<file path="src/include/neurram_params.svh">
//----------------------------------------
// board-fixed widths for the array control plane
// pulled in by the package and by any RTL file that sizes a port
//----------------------------------------

`ifndef NEURRAM_PARAMS_SVH
`define NEURRAM_PARAMS_SVH

//----------------------------------------
// host bus
//----------------------------------------

// one host data word, read or written
`define NEURRAM_DATA_W 32

// register address space, 8 codes with 5 in use
`define NEURRAM_REG_ADDR_W 3

//----------------------------------------
// weight update
//----------------------------------------

// programming pulse width in sys_clk cycles
`define NEURRAM_PULSE_W 16

`endif

</file>
<file path="src/neurram_pkg.sv">
//----------------------------------------
// shared types for the array control plane
// host access, config words and the array pin bundle
//----------------------------------------

`default_nettype none

`include "neurram_params.svh"

package neurram_pkg;

	typedef enum logic [`NEURRAM_REG_ADDR_W-1:0] {
		REG_MODE        = 'd0,
		REG_EXT         = 'd1,
		REG_ARRAY       = 'd2,
		REG_PULSE_WIDTH = 'd3,
		REG_STATUS      = 'd4 // read only
	} reg_addr_e;

	typedef enum logic [1:0] {
		TRIG_PROGRAM     = 2'd1,
		TRIG_PROGRAM_ACK = 2'd2,
		TRIG_NONE        = 2'd0
	} trig_op_e;

	typedef struct packed {
		reg_addr_e                  addr;
		logic [`NEURRAM_DATA_W-1:0] data;
	} host_wr_t;

	// operating mode word, inference in bit 0
	typedef struct packed {
		logic forward;
		logic wupdate;
		logic lfsr;
		logic ifat;
		logic inference;
	} mode_cfg_t;

	// manual overrides, disable_3n in bit 0
	typedef struct packed {
		logic turn_off_precharge;
		logic turn_on_wl;
		logic inf_sl;
		logic inf_bl;
		logic precharge_sl;
		logic precharge_bl;
		logic ext_1n_sl_sel;
		logic ext_1n_bl_sel;
		logic ext_1n;
		logic ext_3n_sl_sel;
		logic ext_3n_bl_sel;
		logic disable_3n;
	} ext_ctrl_t;

	// array address word, addr_local in the low byte
	typedef struct packed {
		logic       dec_enable_vert;
		logic       dec_enable_horz;
		logic [2:0] addr_vert;
		logic [2:0] addr_horz;
		logic [1:0] select_write_reg;
		logic [7:0] addr_local;
	} array_addr_t;

	// static control pins driven to the array
	typedef struct packed {
		logic ext_inference_enable_sl;
		logic ext_inference_enable_bl;
		logic ext_precharge_sl;
		logic ext_precharge_bl;
		logic ext_1n_sl_sel;
		logic ext_1n_bl_sel;
		logic ext_1n;
		logic ext_3n_sl_sel;
		logic ext_3n_bl_sel;
		logic ext_3n;
		logic forward;
		logic wupdate_mode;
		logic lfsr_mode;
		logic ifat_mode;
		logic inference_mode;
	} array_ctrl_t;

	typedef enum logic [1:0] {
		WUP_IDLE  = 2'd0,
		WUP_PULSE = 2'd1,
		WUP_DONE  = 2'd2
	} wup_state_e;

endpackage

`default_nettype wire

</file>
<file path="src/array_mode_ctrl.sv">
//----------------------------------------
// mode arbitration for the array static pins
// pins and address are registered, one cycle behind the config words
//----------------------------------------

`timescale 1ns/100ps
`default_nettype none

module array_mode_ctrl (
	input  wire                          sys_clk,
	input  wire                          arst_n_i,
	input  neurram_pkg::mode_cfg_t       mode_i,
	input  neurram_pkg::ext_ctrl_t       ext_i,
	input  neurram_pkg::array_addr_t     array_addr_cfg_i,
	output neurram_pkg::array_ctrl_t     array_ctrl_o,
	output neurram_pkg::array_addr_t     array_addr_o
);

	import neurram_pkg::*;

	array_ctrl_t ctrl_d;
	array_ctrl_t ctrl_q;
	array_addr_t addr_q;

	//----------------------------------------
	// mode rules
	//----------------------------------------

	always_comb begin
		ctrl_d = '0;

		// exclusive modes, lfsr wins over everything
		ctrl_d.inference_mode = mode_i.inference &&
			!(mode_i.ifat || mode_i.lfsr || mode_i.wupdate);
		ctrl_d.ifat_mode      = mode_i.ifat &&
			!(mode_i.inference || mode_i.lfsr || mode_i.wupdate);
		ctrl_d.lfsr_mode      = mode_i.lfsr;
		ctrl_d.wupdate_mode   = mode_i.wupdate &&
			!(mode_i.inference || mode_i.ifat || mode_i.lfsr);
		ctrl_d.forward        = mode_i.forward;

		// 3n driver on for any read mode unless disabled
		ctrl_d.ext_3n = (mode_i.inference || mode_i.ifat || mode_i.lfsr) && !ext_i.disable_3n;
		ctrl_d.ext_3n_bl_sel = ext_i.ext_3n_bl_sel;
		ctrl_d.ext_3n_sl_sel = ext_i.ext_3n_sl_sel;
		ctrl_d.ext_1n        = ext_i.ext_1n;
		ctrl_d.ext_1n_bl_sel = ext_i.ext_1n_bl_sel;
		ctrl_d.ext_1n_sl_sel = ext_i.ext_1n_sl_sel;

		// precharge follows raw mode bits, not the arbitrated ones
		ctrl_d.ext_precharge_bl = ext_i.precharge_bl || mode_i.ifat || mode_i.inference;
		ctrl_d.ext_precharge_sl = ext_i.precharge_sl || mode_i.ifat || mode_i.inference;

		ctrl_d.ext_inference_enable_bl = ext_i.inf_bl || ctrl_d.inference_mode ||
			ctrl_d.ifat_mode;
		ctrl_d.ext_inference_enable_sl = ext_i.inf_sl || ctrl_d.inference_mode ||
			ctrl_d.ifat_mode;
	end

	//----------------------------------------
	// output registers
	//----------------------------------------

	always_ff @(posedge sys_clk or negedge arst_n_i) begin
		if (!arst_n_i) begin
			ctrl_q <= '0; // all pins low out of reset
			addr_q <= '0;
		end else begin
			ctrl_q <= ctrl_d;
			addr_q <= array_addr_cfg_i;
		end
	end

	assign array_ctrl_o = ctrl_q;
	assign array_addr_o = addr_q;

endmodule

`default_nettype wire

</file>
<file path="src/host_reg_bank.sv">
//----------------------------------------
// host side config registers and trigger pulses
// writes land at the strobe edge, triggers leave one cycle later
//----------------------------------------

`timescale 1ns/100ps
`default_nettype none

`include "neurram_params.svh"

module host_reg_bank (
	input  wire                          sys_clk,
	input  wire                          arst_n_i,
	// host write port
	input  wire                          wr_i,
	input  neurram_pkg::host_wr_t        wr_req_i,
	// host trigger port
	input  wire                          trig_i,
	input  neurram_pkg::trig_op_e        trig_op_i,
	// config words
	output neurram_pkg::mode_cfg_t       mode_o,
	output neurram_pkg::ext_ctrl_t       ext_o,
	output neurram_pkg::array_addr_t     array_addr_cfg_o,
	output logic [`NEURRAM_PULSE_W-1:0]  pulse_width_o,
	// one-cycle trigger pulses
	output logic                         program_start_o,
	output logic                         program_ack_o
);

	import neurram_pkg::*;

	mode_cfg_t                  mode_q;
	ext_ctrl_t                  ext_q;
	array_addr_t                addr_q;
	logic [`NEURRAM_PULSE_W-1:0] pw_q;
	logic                       start_q;
	logic                       ack_q;

	//----------------------------------------
	// config registers
	//----------------------------------------

	// words kept right-aligned, upper data bits dropped
	always_ff @(posedge sys_clk or negedge arst_n_i) begin
		if (!arst_n_i) begin
			mode_q <= '0;
			ext_q  <= '0;
			addr_q <= '0;
			pw_q   <= '0;
		end else if (wr_i) begin
			case (wr_req_i.addr)
				REG_MODE:        mode_q <= mode_cfg_t'(wr_req_i.data[$bits(mode_cfg_t)-1:0]);
				REG_EXT:         ext_q  <= ext_ctrl_t'(wr_req_i.data[$bits(ext_ctrl_t)-1:0]);
				REG_ARRAY:       addr_q <= array_addr_t'(wr_req_i.data[$bits(array_addr_t)-1:0]);
				REG_PULSE_WIDTH: pw_q   <= wr_req_i.data[`NEURRAM_PULSE_W-1:0];
				default: ; // status and spare codes
			endcase
		end
	end

	//----------------------------------------
	// trigger decode
	//----------------------------------------

	always_ff @(posedge sys_clk or negedge arst_n_i) begin
		if (!arst_n_i) begin
			start_q <= 1'b0;
			ack_q   <= 1'b0;
		end else begin
			start_q <= trig_i && (trig_op_i == TRIG_PROGRAM);
			ack_q   <= trig_i && (trig_op_i == TRIG_PROGRAM_ACK);
		end
	end

	assign mode_o           = mode_q;
	assign ext_o            = ext_q;
	assign array_addr_cfg_o = addr_q;
	assign pulse_width_o    = pw_q;
	assign program_start_o  = start_q;
	assign program_ack_o    = ack_q;

endmodule

`default_nettype wire

</file>
<file path="src/neurram_ctrl_top.sv">
//----------------------------------------
// control plane top level for the array test board
// host regs, pulse generator, mode pins and readback
//----------------------------------------

`timescale 1ns/100ps
`default_nettype none

`include "neurram_params.svh"

module neurram_ctrl_top (
	input  wire                          sys_clk,
	input  wire                          arst_n_i,
	input  wire                          wr_i,
	input  neurram_pkg::host_wr_t        wr_req_i,
	input  wire                          trig_i,
	input  neurram_pkg::trig_op_e        trig_op_i,
	input  wire                          rd_i,
	input  neurram_pkg::reg_addr_e       rd_addr_i,
	output logic [`NEURRAM_DATA_W-1:0]   rd_data_o,
	output logic                         rd_valid_o,
	output neurram_pkg::array_ctrl_t     array_ctrl_o,
	output neurram_pkg::array_addr_t     array_addr_o,
	output logic                         wupdate_pulse_o
);

	import neurram_pkg::*;

	mode_cfg_t                   mode;
	ext_ctrl_t                   ext;
	array_addr_t                 array_addr_cfg;
	logic [`NEURRAM_PULSE_W-1:0] pulse_width;
	logic                        program_start;
	logic                        program_ack;
	logic                        wup_busy;
	logic                        wup_done;

	//----------------------------------------
	// input side
	//----------------------------------------

	host_reg_bank reg_bank_i (
		.sys_clk          (sys_clk),
		.arst_n_i         (arst_n_i),
		.wr_i             (wr_i),
		.wr_req_i         (wr_req_i),
		.trig_i           (trig_i),
		.trig_op_i        (trig_op_i),
		.mode_o           (mode),
		.ext_o            (ext),
		.array_addr_cfg_o (array_addr_cfg),
		.pulse_width_o    (pulse_width),
		.program_start_o  (program_start),
		.program_ack_o    (program_ack)
	);

	//----------------------------------------
	// processing
	//----------------------------------------

	wupdate_pulse_gen pulse_gen_i (
		.sys_clk         (sys_clk),
		.arst_n_i        (arst_n_i),
		.program_start_i (program_start),
		.program_ack_i   (program_ack),
		.pulse_width_i   (pulse_width),
		.wupdate_pulse_o (wupdate_pulse_o),
		.busy_o          (wup_busy),
		.done_o          (wup_done)
	);

	array_mode_ctrl mode_ctrl_i (
		.sys_clk          (sys_clk),
		.arst_n_i         (arst_n_i),
		.mode_i           (mode),
		.ext_i            (ext),
		.array_addr_cfg_i (array_addr_cfg),
		.array_ctrl_o     (array_ctrl_o),
		.array_addr_o     (array_addr_o)
	);

	//----------------------------------------
	// output side
	//----------------------------------------

	status_readback readback_i (
		.sys_clk          (sys_clk),
		.arst_n_i         (arst_n_i),
		.rd_i             (rd_i),
		.rd_addr_i        (rd_addr_i),
		.mode_i           (mode),
		.ext_i            (ext),
		.array_addr_cfg_i (array_addr_cfg),
		.pulse_width_i    (pulse_width),
		.wup_busy_i       (wup_busy),
		.wup_done_i       (wup_done),
		.rd_data_o        (rd_data_o),
		.rd_valid_o       (rd_valid_o)
	);

endmodule

`default_nettype wire

</file>
<file path="src/status_readback.sv">
//----------------------------------------
// host readback of config and status words
// fixed one cycle latency and back to back reads
//----------------------------------------

`timescale 1ns/100ps
`default_nettype none

`include "neurram_params.svh"

module status_readback (
	input  wire                          sys_clk,
	input  wire                          arst_n_i,
	input  wire                          rd_i,
	input  neurram_pkg::reg_addr_e       rd_addr_i,
	input  neurram_pkg::mode_cfg_t       mode_i,
	input  neurram_pkg::ext_ctrl_t       ext_i,
	input  neurram_pkg::array_addr_t     array_addr_cfg_i,
	input  wire [`NEURRAM_PULSE_W-1:0]   pulse_width_i,
	input  wire                          wup_busy_i,
	input  wire                          wup_done_i,
	output logic [`NEURRAM_DATA_W-1:0]   rd_data_o,
	output logic                         rd_valid_o
);

	import neurram_pkg::*;

	logic [`NEURRAM_DATA_W-1:0] word_d;
	logic [`NEURRAM_DATA_W-1:0] data_q;
	logic                       valid_q;

	// right-aligned word select with zero fill
	always_comb begin
		word_d = '0;
		case (rd_addr_i)
			REG_MODE:        word_d[$bits(mode_cfg_t)-1:0]   = mode_i;
			REG_EXT:         word_d[$bits(ext_ctrl_t)-1:0]   = ext_i;
			REG_ARRAY:       word_d[$bits(array_addr_t)-1:0] = array_addr_cfg_i;
			REG_PULSE_WIDTH: word_d[`NEURRAM_PULSE_W-1:0]    = pulse_width_i;
			REG_STATUS:      word_d[1:0] = {wup_busy_i, wup_done_i};
			default: ; // spare codes read zero
		endcase
	end

	always_ff @(posedge sys_clk or negedge arst_n_i) begin
		if (!arst_n_i) begin
			valid_q <= 1'b0;
			data_q  <= '0;
		end else begin
			valid_q <= rd_i;
			if (rd_i)
				data_q <= word_d;
		end
	end

	assign rd_data_o  = data_q;
	assign rd_valid_o = valid_q;

endmodule

`default_nettype wire

</file>
<file path="src/wupdate_pulse_gen.sv">
//----------------------------------------
// weight update programming pulse
// start loads the width, done waits for the host ack
//----------------------------------------

`timescale 1ns/100ps
`default_nettype none

`include "neurram_params.svh"

module wupdate_pulse_gen (
	input  wire                         sys_clk,
	input  wire                         arst_n_i,
	input  wire                         program_start_i,
	input  wire                         program_ack_i,
	input  wire [`NEURRAM_PULSE_W-1:0]  pulse_width_i,
	output logic                        wupdate_pulse_o,
	output logic                        busy_o,
	output logic                        done_o
);

	import neurram_pkg::*;

	wup_state_e                  state_q;
	logic [`NEURRAM_PULSE_W-1:0] cnt_q; // cycles left after this one

	always_ff @(posedge sys_clk or negedge arst_n_i) begin
		if (!arst_n_i) begin
			state_q <= WUP_IDLE;
			cnt_q   <= '0;
		end else begin
			case (state_q)
				WUP_IDLE: begin
					if (program_start_i) begin
						state_q <= WUP_PULSE;
						// zero width still gives one cycle
						cnt_q   <= (pulse_width_i == '0) ? '0 : pulse_width_i - 1'b1;
					end
				end
				WUP_PULSE: begin
					if (cnt_q == '0)
						state_q <= WUP_DONE;
					else
						cnt_q <= cnt_q - 1'b1;
				end
				WUP_DONE: begin
					if (program_ack_i)
						state_q <= WUP_IDLE; // host has seen done
				end
				default: state_q <= WUP_IDLE;
			endcase
		end
	end

	assign wupdate_pulse_o = (state_q == WUP_PULSE);
	assign busy_o          = (state_q == WUP_PULSE);
	assign done_o          = (state_q == WUP_DONE);

endmodule

`default_nettype wire

</file>
<file path="config.mk">
export PLATFORM = sky130hd
export DESIGN_NAME = neurram_ctrl_top
export DESIGN_NICKNAME = d
export VERILOG_FILES = /design/src/neurram_pkg.sv /design/src/array_mode_ctrl.sv /design/src/host_reg_bank.sv /design/src/neurram_ctrl_top.sv /design/src/status_readback.sv /design/src/wupdate_pulse_gen.sv
export VERILOG_INCLUDE_DIRS = /design/src /design/src/include
export SDC_FILE = /design/constraint.sdc
export NUM_CORES = 1
export LEC_CHECK = 0
export BUFFER_PORTS_ARGS = -buffer_cell sky130_fd_sc_hd__buf_2
export CAP_MARGIN = 30
export CELL_PAD_IN_SITES_DETAIL_PLACEMENT = 1
export CELL_PAD_IN_SITES_GLOBAL_PLACEMENT = 1
export CORE_MARGIN = 3
export CORE_UTILIZATION = 40
export DETAILED_ROUTE_END_ITERATION = 6
export HOLD_SLACK_MARGIN = 0.15
export PLACE_DENSITY_LB_ADDON = 0.1
export SYNTH_ARGS = -nofsm -noshare
export SYNTH_HDL_FRONTEND = slang
export SYNTH_SLANG_ARGS = --single-unit
</file>
<file path="constraint.sdc">
create_clock -name sys_clk -period 3.6 [get_ports sys_clk]
set_clock_uncertainty 0.2 [all_clocks]
set_input_delay 0.36 -clock sys_clk [delete_from_list [all_inputs] [get_ports sys_clk]]
set_output_delay 0.36 -clock sys_clk [all_outputs]
set_load 0.01 [all_outputs]
</file>
==> flow_summary.toml <==
[critical_path]
crit_slowest_cell = "or4_1"
cp.arrival_ns = 2.74
max_stage_delay_ns = 0.65
endpoint_kind = "register"
setup.worst_path.class = "reg2reg"
crit_chain = "or4_1 > nor4_1 > a21oi_1 > nand2_1 > o221ai_1"
cp_max_fo = 7
r2r-start = "reg_bank_i.pulse_width_o[2]"
crit_family = "simple AND/OR/NAND/NOR gates"
crit_required_ns = 3.68
cp-start-kind = "register"
setup.worst_path.start = "reg_bank_i.pulse_width_o[2]"
crit_buf_inv = 0

[grt]
overflow = 0
grt_usage_pct = 21.3
grt_pass1_vias = 4386
grt_pass1_wl_mm = 24.1
antenna_found_initial = 0
grt_max_degree = 76

[clock_tree]
clock_latency_ns = 0.42
tritoncts = "built"
cts_inserted_buffers = 17
clock-sinks = 123
postCtsResizedCells = 0
cts-root-buf = "clkbuf_16"
clockBufferDepth = 2
cts_htree_levels = 4
clk_pin_slew_worst_paths_ns = 0.06
postCtsSetupRepairBufs = 0

[detailed_routing]
avgViaCountPerCell = 5.36
routed_wl_mm = 14.7
firstDrtPassIters = 4
dr_total_vias = 4011
postRouteAntennaNets = 0
drtIter0Drc = 148
drc = 0
avgRoutedWirePerCell_um = 19.7

[pwr]
switchingPower_mw = 1.44
comb_power_share_pct = 20.5
pwr-share-clk_pct = 37.5
ir_drop_mv = 0.452
p_int_mw = 3.30
power_density_mw_per_mm2 = 688
power.total_mw = 4.74
p_leak_nw = 3.08
swShare_pct = 30.3
seqPwrFrac_pct = 42.0

[hold_path]
min_path_type = "reg2reg"
hp-start = "reg_bank_i.array_addr_cfg_o[17]"

[synth]
synth_edf_count = 0
synth_cell_types = 57
async_flop_share_pct = 100
ys_ff_latch = 123
synth_top_family_by_area = "multiplexers"
seq_area_frac_synth_pct = 56.6
synth_top_cell_by_area = "dfrtp_1"
yosys.area_share.adder_pct = 0.691
synth-main-ff-cell = "dfrtp_1"
ys_warn_count = 0
synth_area_per_cell_um2 = 12.2
synth_compound_area_share_pct = 10.4
muxShareOfSynthArea_pct = 15.2
synth-simple-area-share_pct = 10.6
synthCells = 447
syn_area_mm2 = 0.00544
synthXorXnorAreaFrac_pct = 1.45
synth_top_area_share_pct = 56.6
ys_top_cells_by_area = "dfrtp_1 (57%), mux2_2 (12%), buf_4 (2.2%), o21ai_0 (2.0%), o22ai_1 (1.7%)"

[finish]
design_area_mm2 = 0.00689
diodes = 0
nets = 611
seqCellArea_mm2 = 0.00308
multiInputGateArea_mm2 = 0.00216
drive_gt1_share_pct = 33.9
fillers = 1383
area_delta_synth_final_pct = 26.8

[floorplan]
num_rows = 41
fp.dieW_um = 123
ioPinCount = 112
die_area_mm2 = 0.0150
initial_core_util_pct = 42.0
core_mm2 = 0.0129
die_y_um = 123

[placed_design]
gp_congestion = 0.806
hpwl_mm = 9.67
place_area_mm2 = 0.00603
port_buffers = 83

[job]
maxCapViolations = 0

[sta]
setup_tns_ns = 0
slew_violations = 0
max_slew_margin_pct = 44.4
fmax_ghz = 0.376
worst_slew_pin_slew_ns = 0.823
min_period_ns = 2.66
setup_viol = 0
period_share_pct = 73.9
final-hold-violation-count = 0
rsz0062_at_grt = "no"

[run_status]
status = "completed"
==> state kept, by name, summed over array words and instances (netlist names) <==
register / cells
mode_ctrl_i.array_addr_o: 18
pulse_gen_i.cnt_q: 16
pulse_gen_i.state_q: 2
mode_ctrl_i.array_ctrl_o: 15
reg_bank_i.program_start_o: 1
reg_bank_i.array_addr_cfg_o: 18
reg_bank_i.program_ack_o: 1
reg_bank_i.mode_o: 5
readback_i.rd_valid_o: 1
readback_i.rd_data_o: 18
reg_bank_i.ext_o: 12
reg_bank_i.pulse_width_o: 16
==> area by class of cell <==
class	count	area share [%]
multi-input combinational	281	31.3
tap	172	3.12
sequential	123	44.7
clock inverter	12	2.34
inverter	25	1.36
clock buffer	20	6.63
timing repair buffer	115	10.6
==> power by group through the flow <==
stage	Combinational (mW)	Clock (mW)	Sequential (mW)
detailed placement	0.959	0	2.01
floorplan	0.600	0	1.97
global placement	0.933	0	1.99
global route	1.09	1.88	2.04
CTS	0.987	1.81	1.99
finish	0.974	1.78	1.99
==> per-stage QoR <==
step	utilization, %	std cells	setup WS, ns	hold WS [ns]
2_1_floorplan	-	460	1.30	-0.136
3_3_place_gp	46.7	692	0.909	0.180
3_5_place_dp	46.7	692	0.917	0.184
4_1_cts	53.3	748	0.923	0.192
5_1_grt	53.3	748	0.622	0.206
6_report	53.3	748	0.941	0.190
==> path summary, 6_finish.rpt <==
| path | endpoint | slack, ns | cells past startpoint |
|---|---|---|---|
| worst max-delay path | pulse_gen_i.cnt_q[7] | 0.94 | 5 |
| worst min-delay path | mode_ctrl_i.array_addr_o[17] | 0.19 | 0 |
| worst max register to register | pulse_gen_i.cnt_q[7] | 0.94 | 5 |
| worst min register to register | mode_ctrl_i.array_addr_o[17] | 0.19 | 0 |
| max in group asynchronous | readback_i.rd_data_o[0] | 2.07 | 3 |
| min in group asynchronous | mode_ctrl_i.array_ctrl_o[14] | 0.30 | 2 |
==> cells in the final DEF, fill, tap and decap left out, types with 5 or more instances in the layout <==
master | netlist | routed
xor2_1 | 5 | 5
conb_1 | 1 | 14
o21ai_0 | 22 | 22
dfrtp_1 | 123 | 123
o211ai_1 | 7 | 7
buf_4 | 16 | 8
nor2_1 | 17 | 17
buf_2 | 1 | 82
mux2_2 | 59 | 59
inv_1 | 24 | 24
a22oi_1 | 7 | 7
mux2i_1 | 7 | 7
dlygate4sd3_1 | 0 | 24
nor4_1 | 7 | 7
o22ai_1 | 15 | 15
clkbuf_16 | 0 | 17
a21oi_1 | 12 | 12
nand2_1 | 14 | 14
nand3_1 | 6 | 6
nor3_1 | 11 | 11
or3_1 | 11 | 11
==> cells by family (layout without fill, tap and decap cells) <==
kind of cell / count (synthesis) / after routing
adders and majority gates: 3 / 3
and+or+nand+nor: 98 / 98
muxes: 70 / 70
buffers and inverters: 56 / 172
other: 1 / 14
DFF: 123 / 123
xor gates and xnor gates: 9 / 9
AOI/OAI and AO/OA: 87 / 87
==> synthesized netlist by cell type, types with 5 or more instances <==
| library cell | count |
|---|---|
| a22oi_1 | 7 |
| nor2_1 | 17 |
| dfrtp_1 | 123 |
| o22ai_1 | 15 |
| mux2i_1 | 7 |
| nand3_1 | 6 |
| inv_1 | 24 |
| buf_4 | 16 |
| o211ai_1 | 7 |
| or3_1 | 11 |
| mux2_2 | 59 |
| a21oi_1 | 12 |
| nor4_1 | 7 |
| nor3_1 | 11 |
| clkbuf_1 | 11 |
| o21ai_0 | 22 |
| nand2_1 | 14 |
| xor2_1 | 5 |
==> layer usage <==
metal,GRT usage (%),vias up,wire (um)
li1,-,1849,-
met1,27.4,2057,6560
met2,35.6,86,7430
met3,4.75,19,491
met4,7.56,0,254
met5,0,-,0
==> timing repair <==
| action | in CTS | in global routing |
|---|---|---|
| hold buffers | 24 | 0 |
| endpoints found under the hold margin | 102 | 0 |
| setup endpoints to repair | 0 | 0 |
Note: power is estimated with default switching activity, not from simulation.
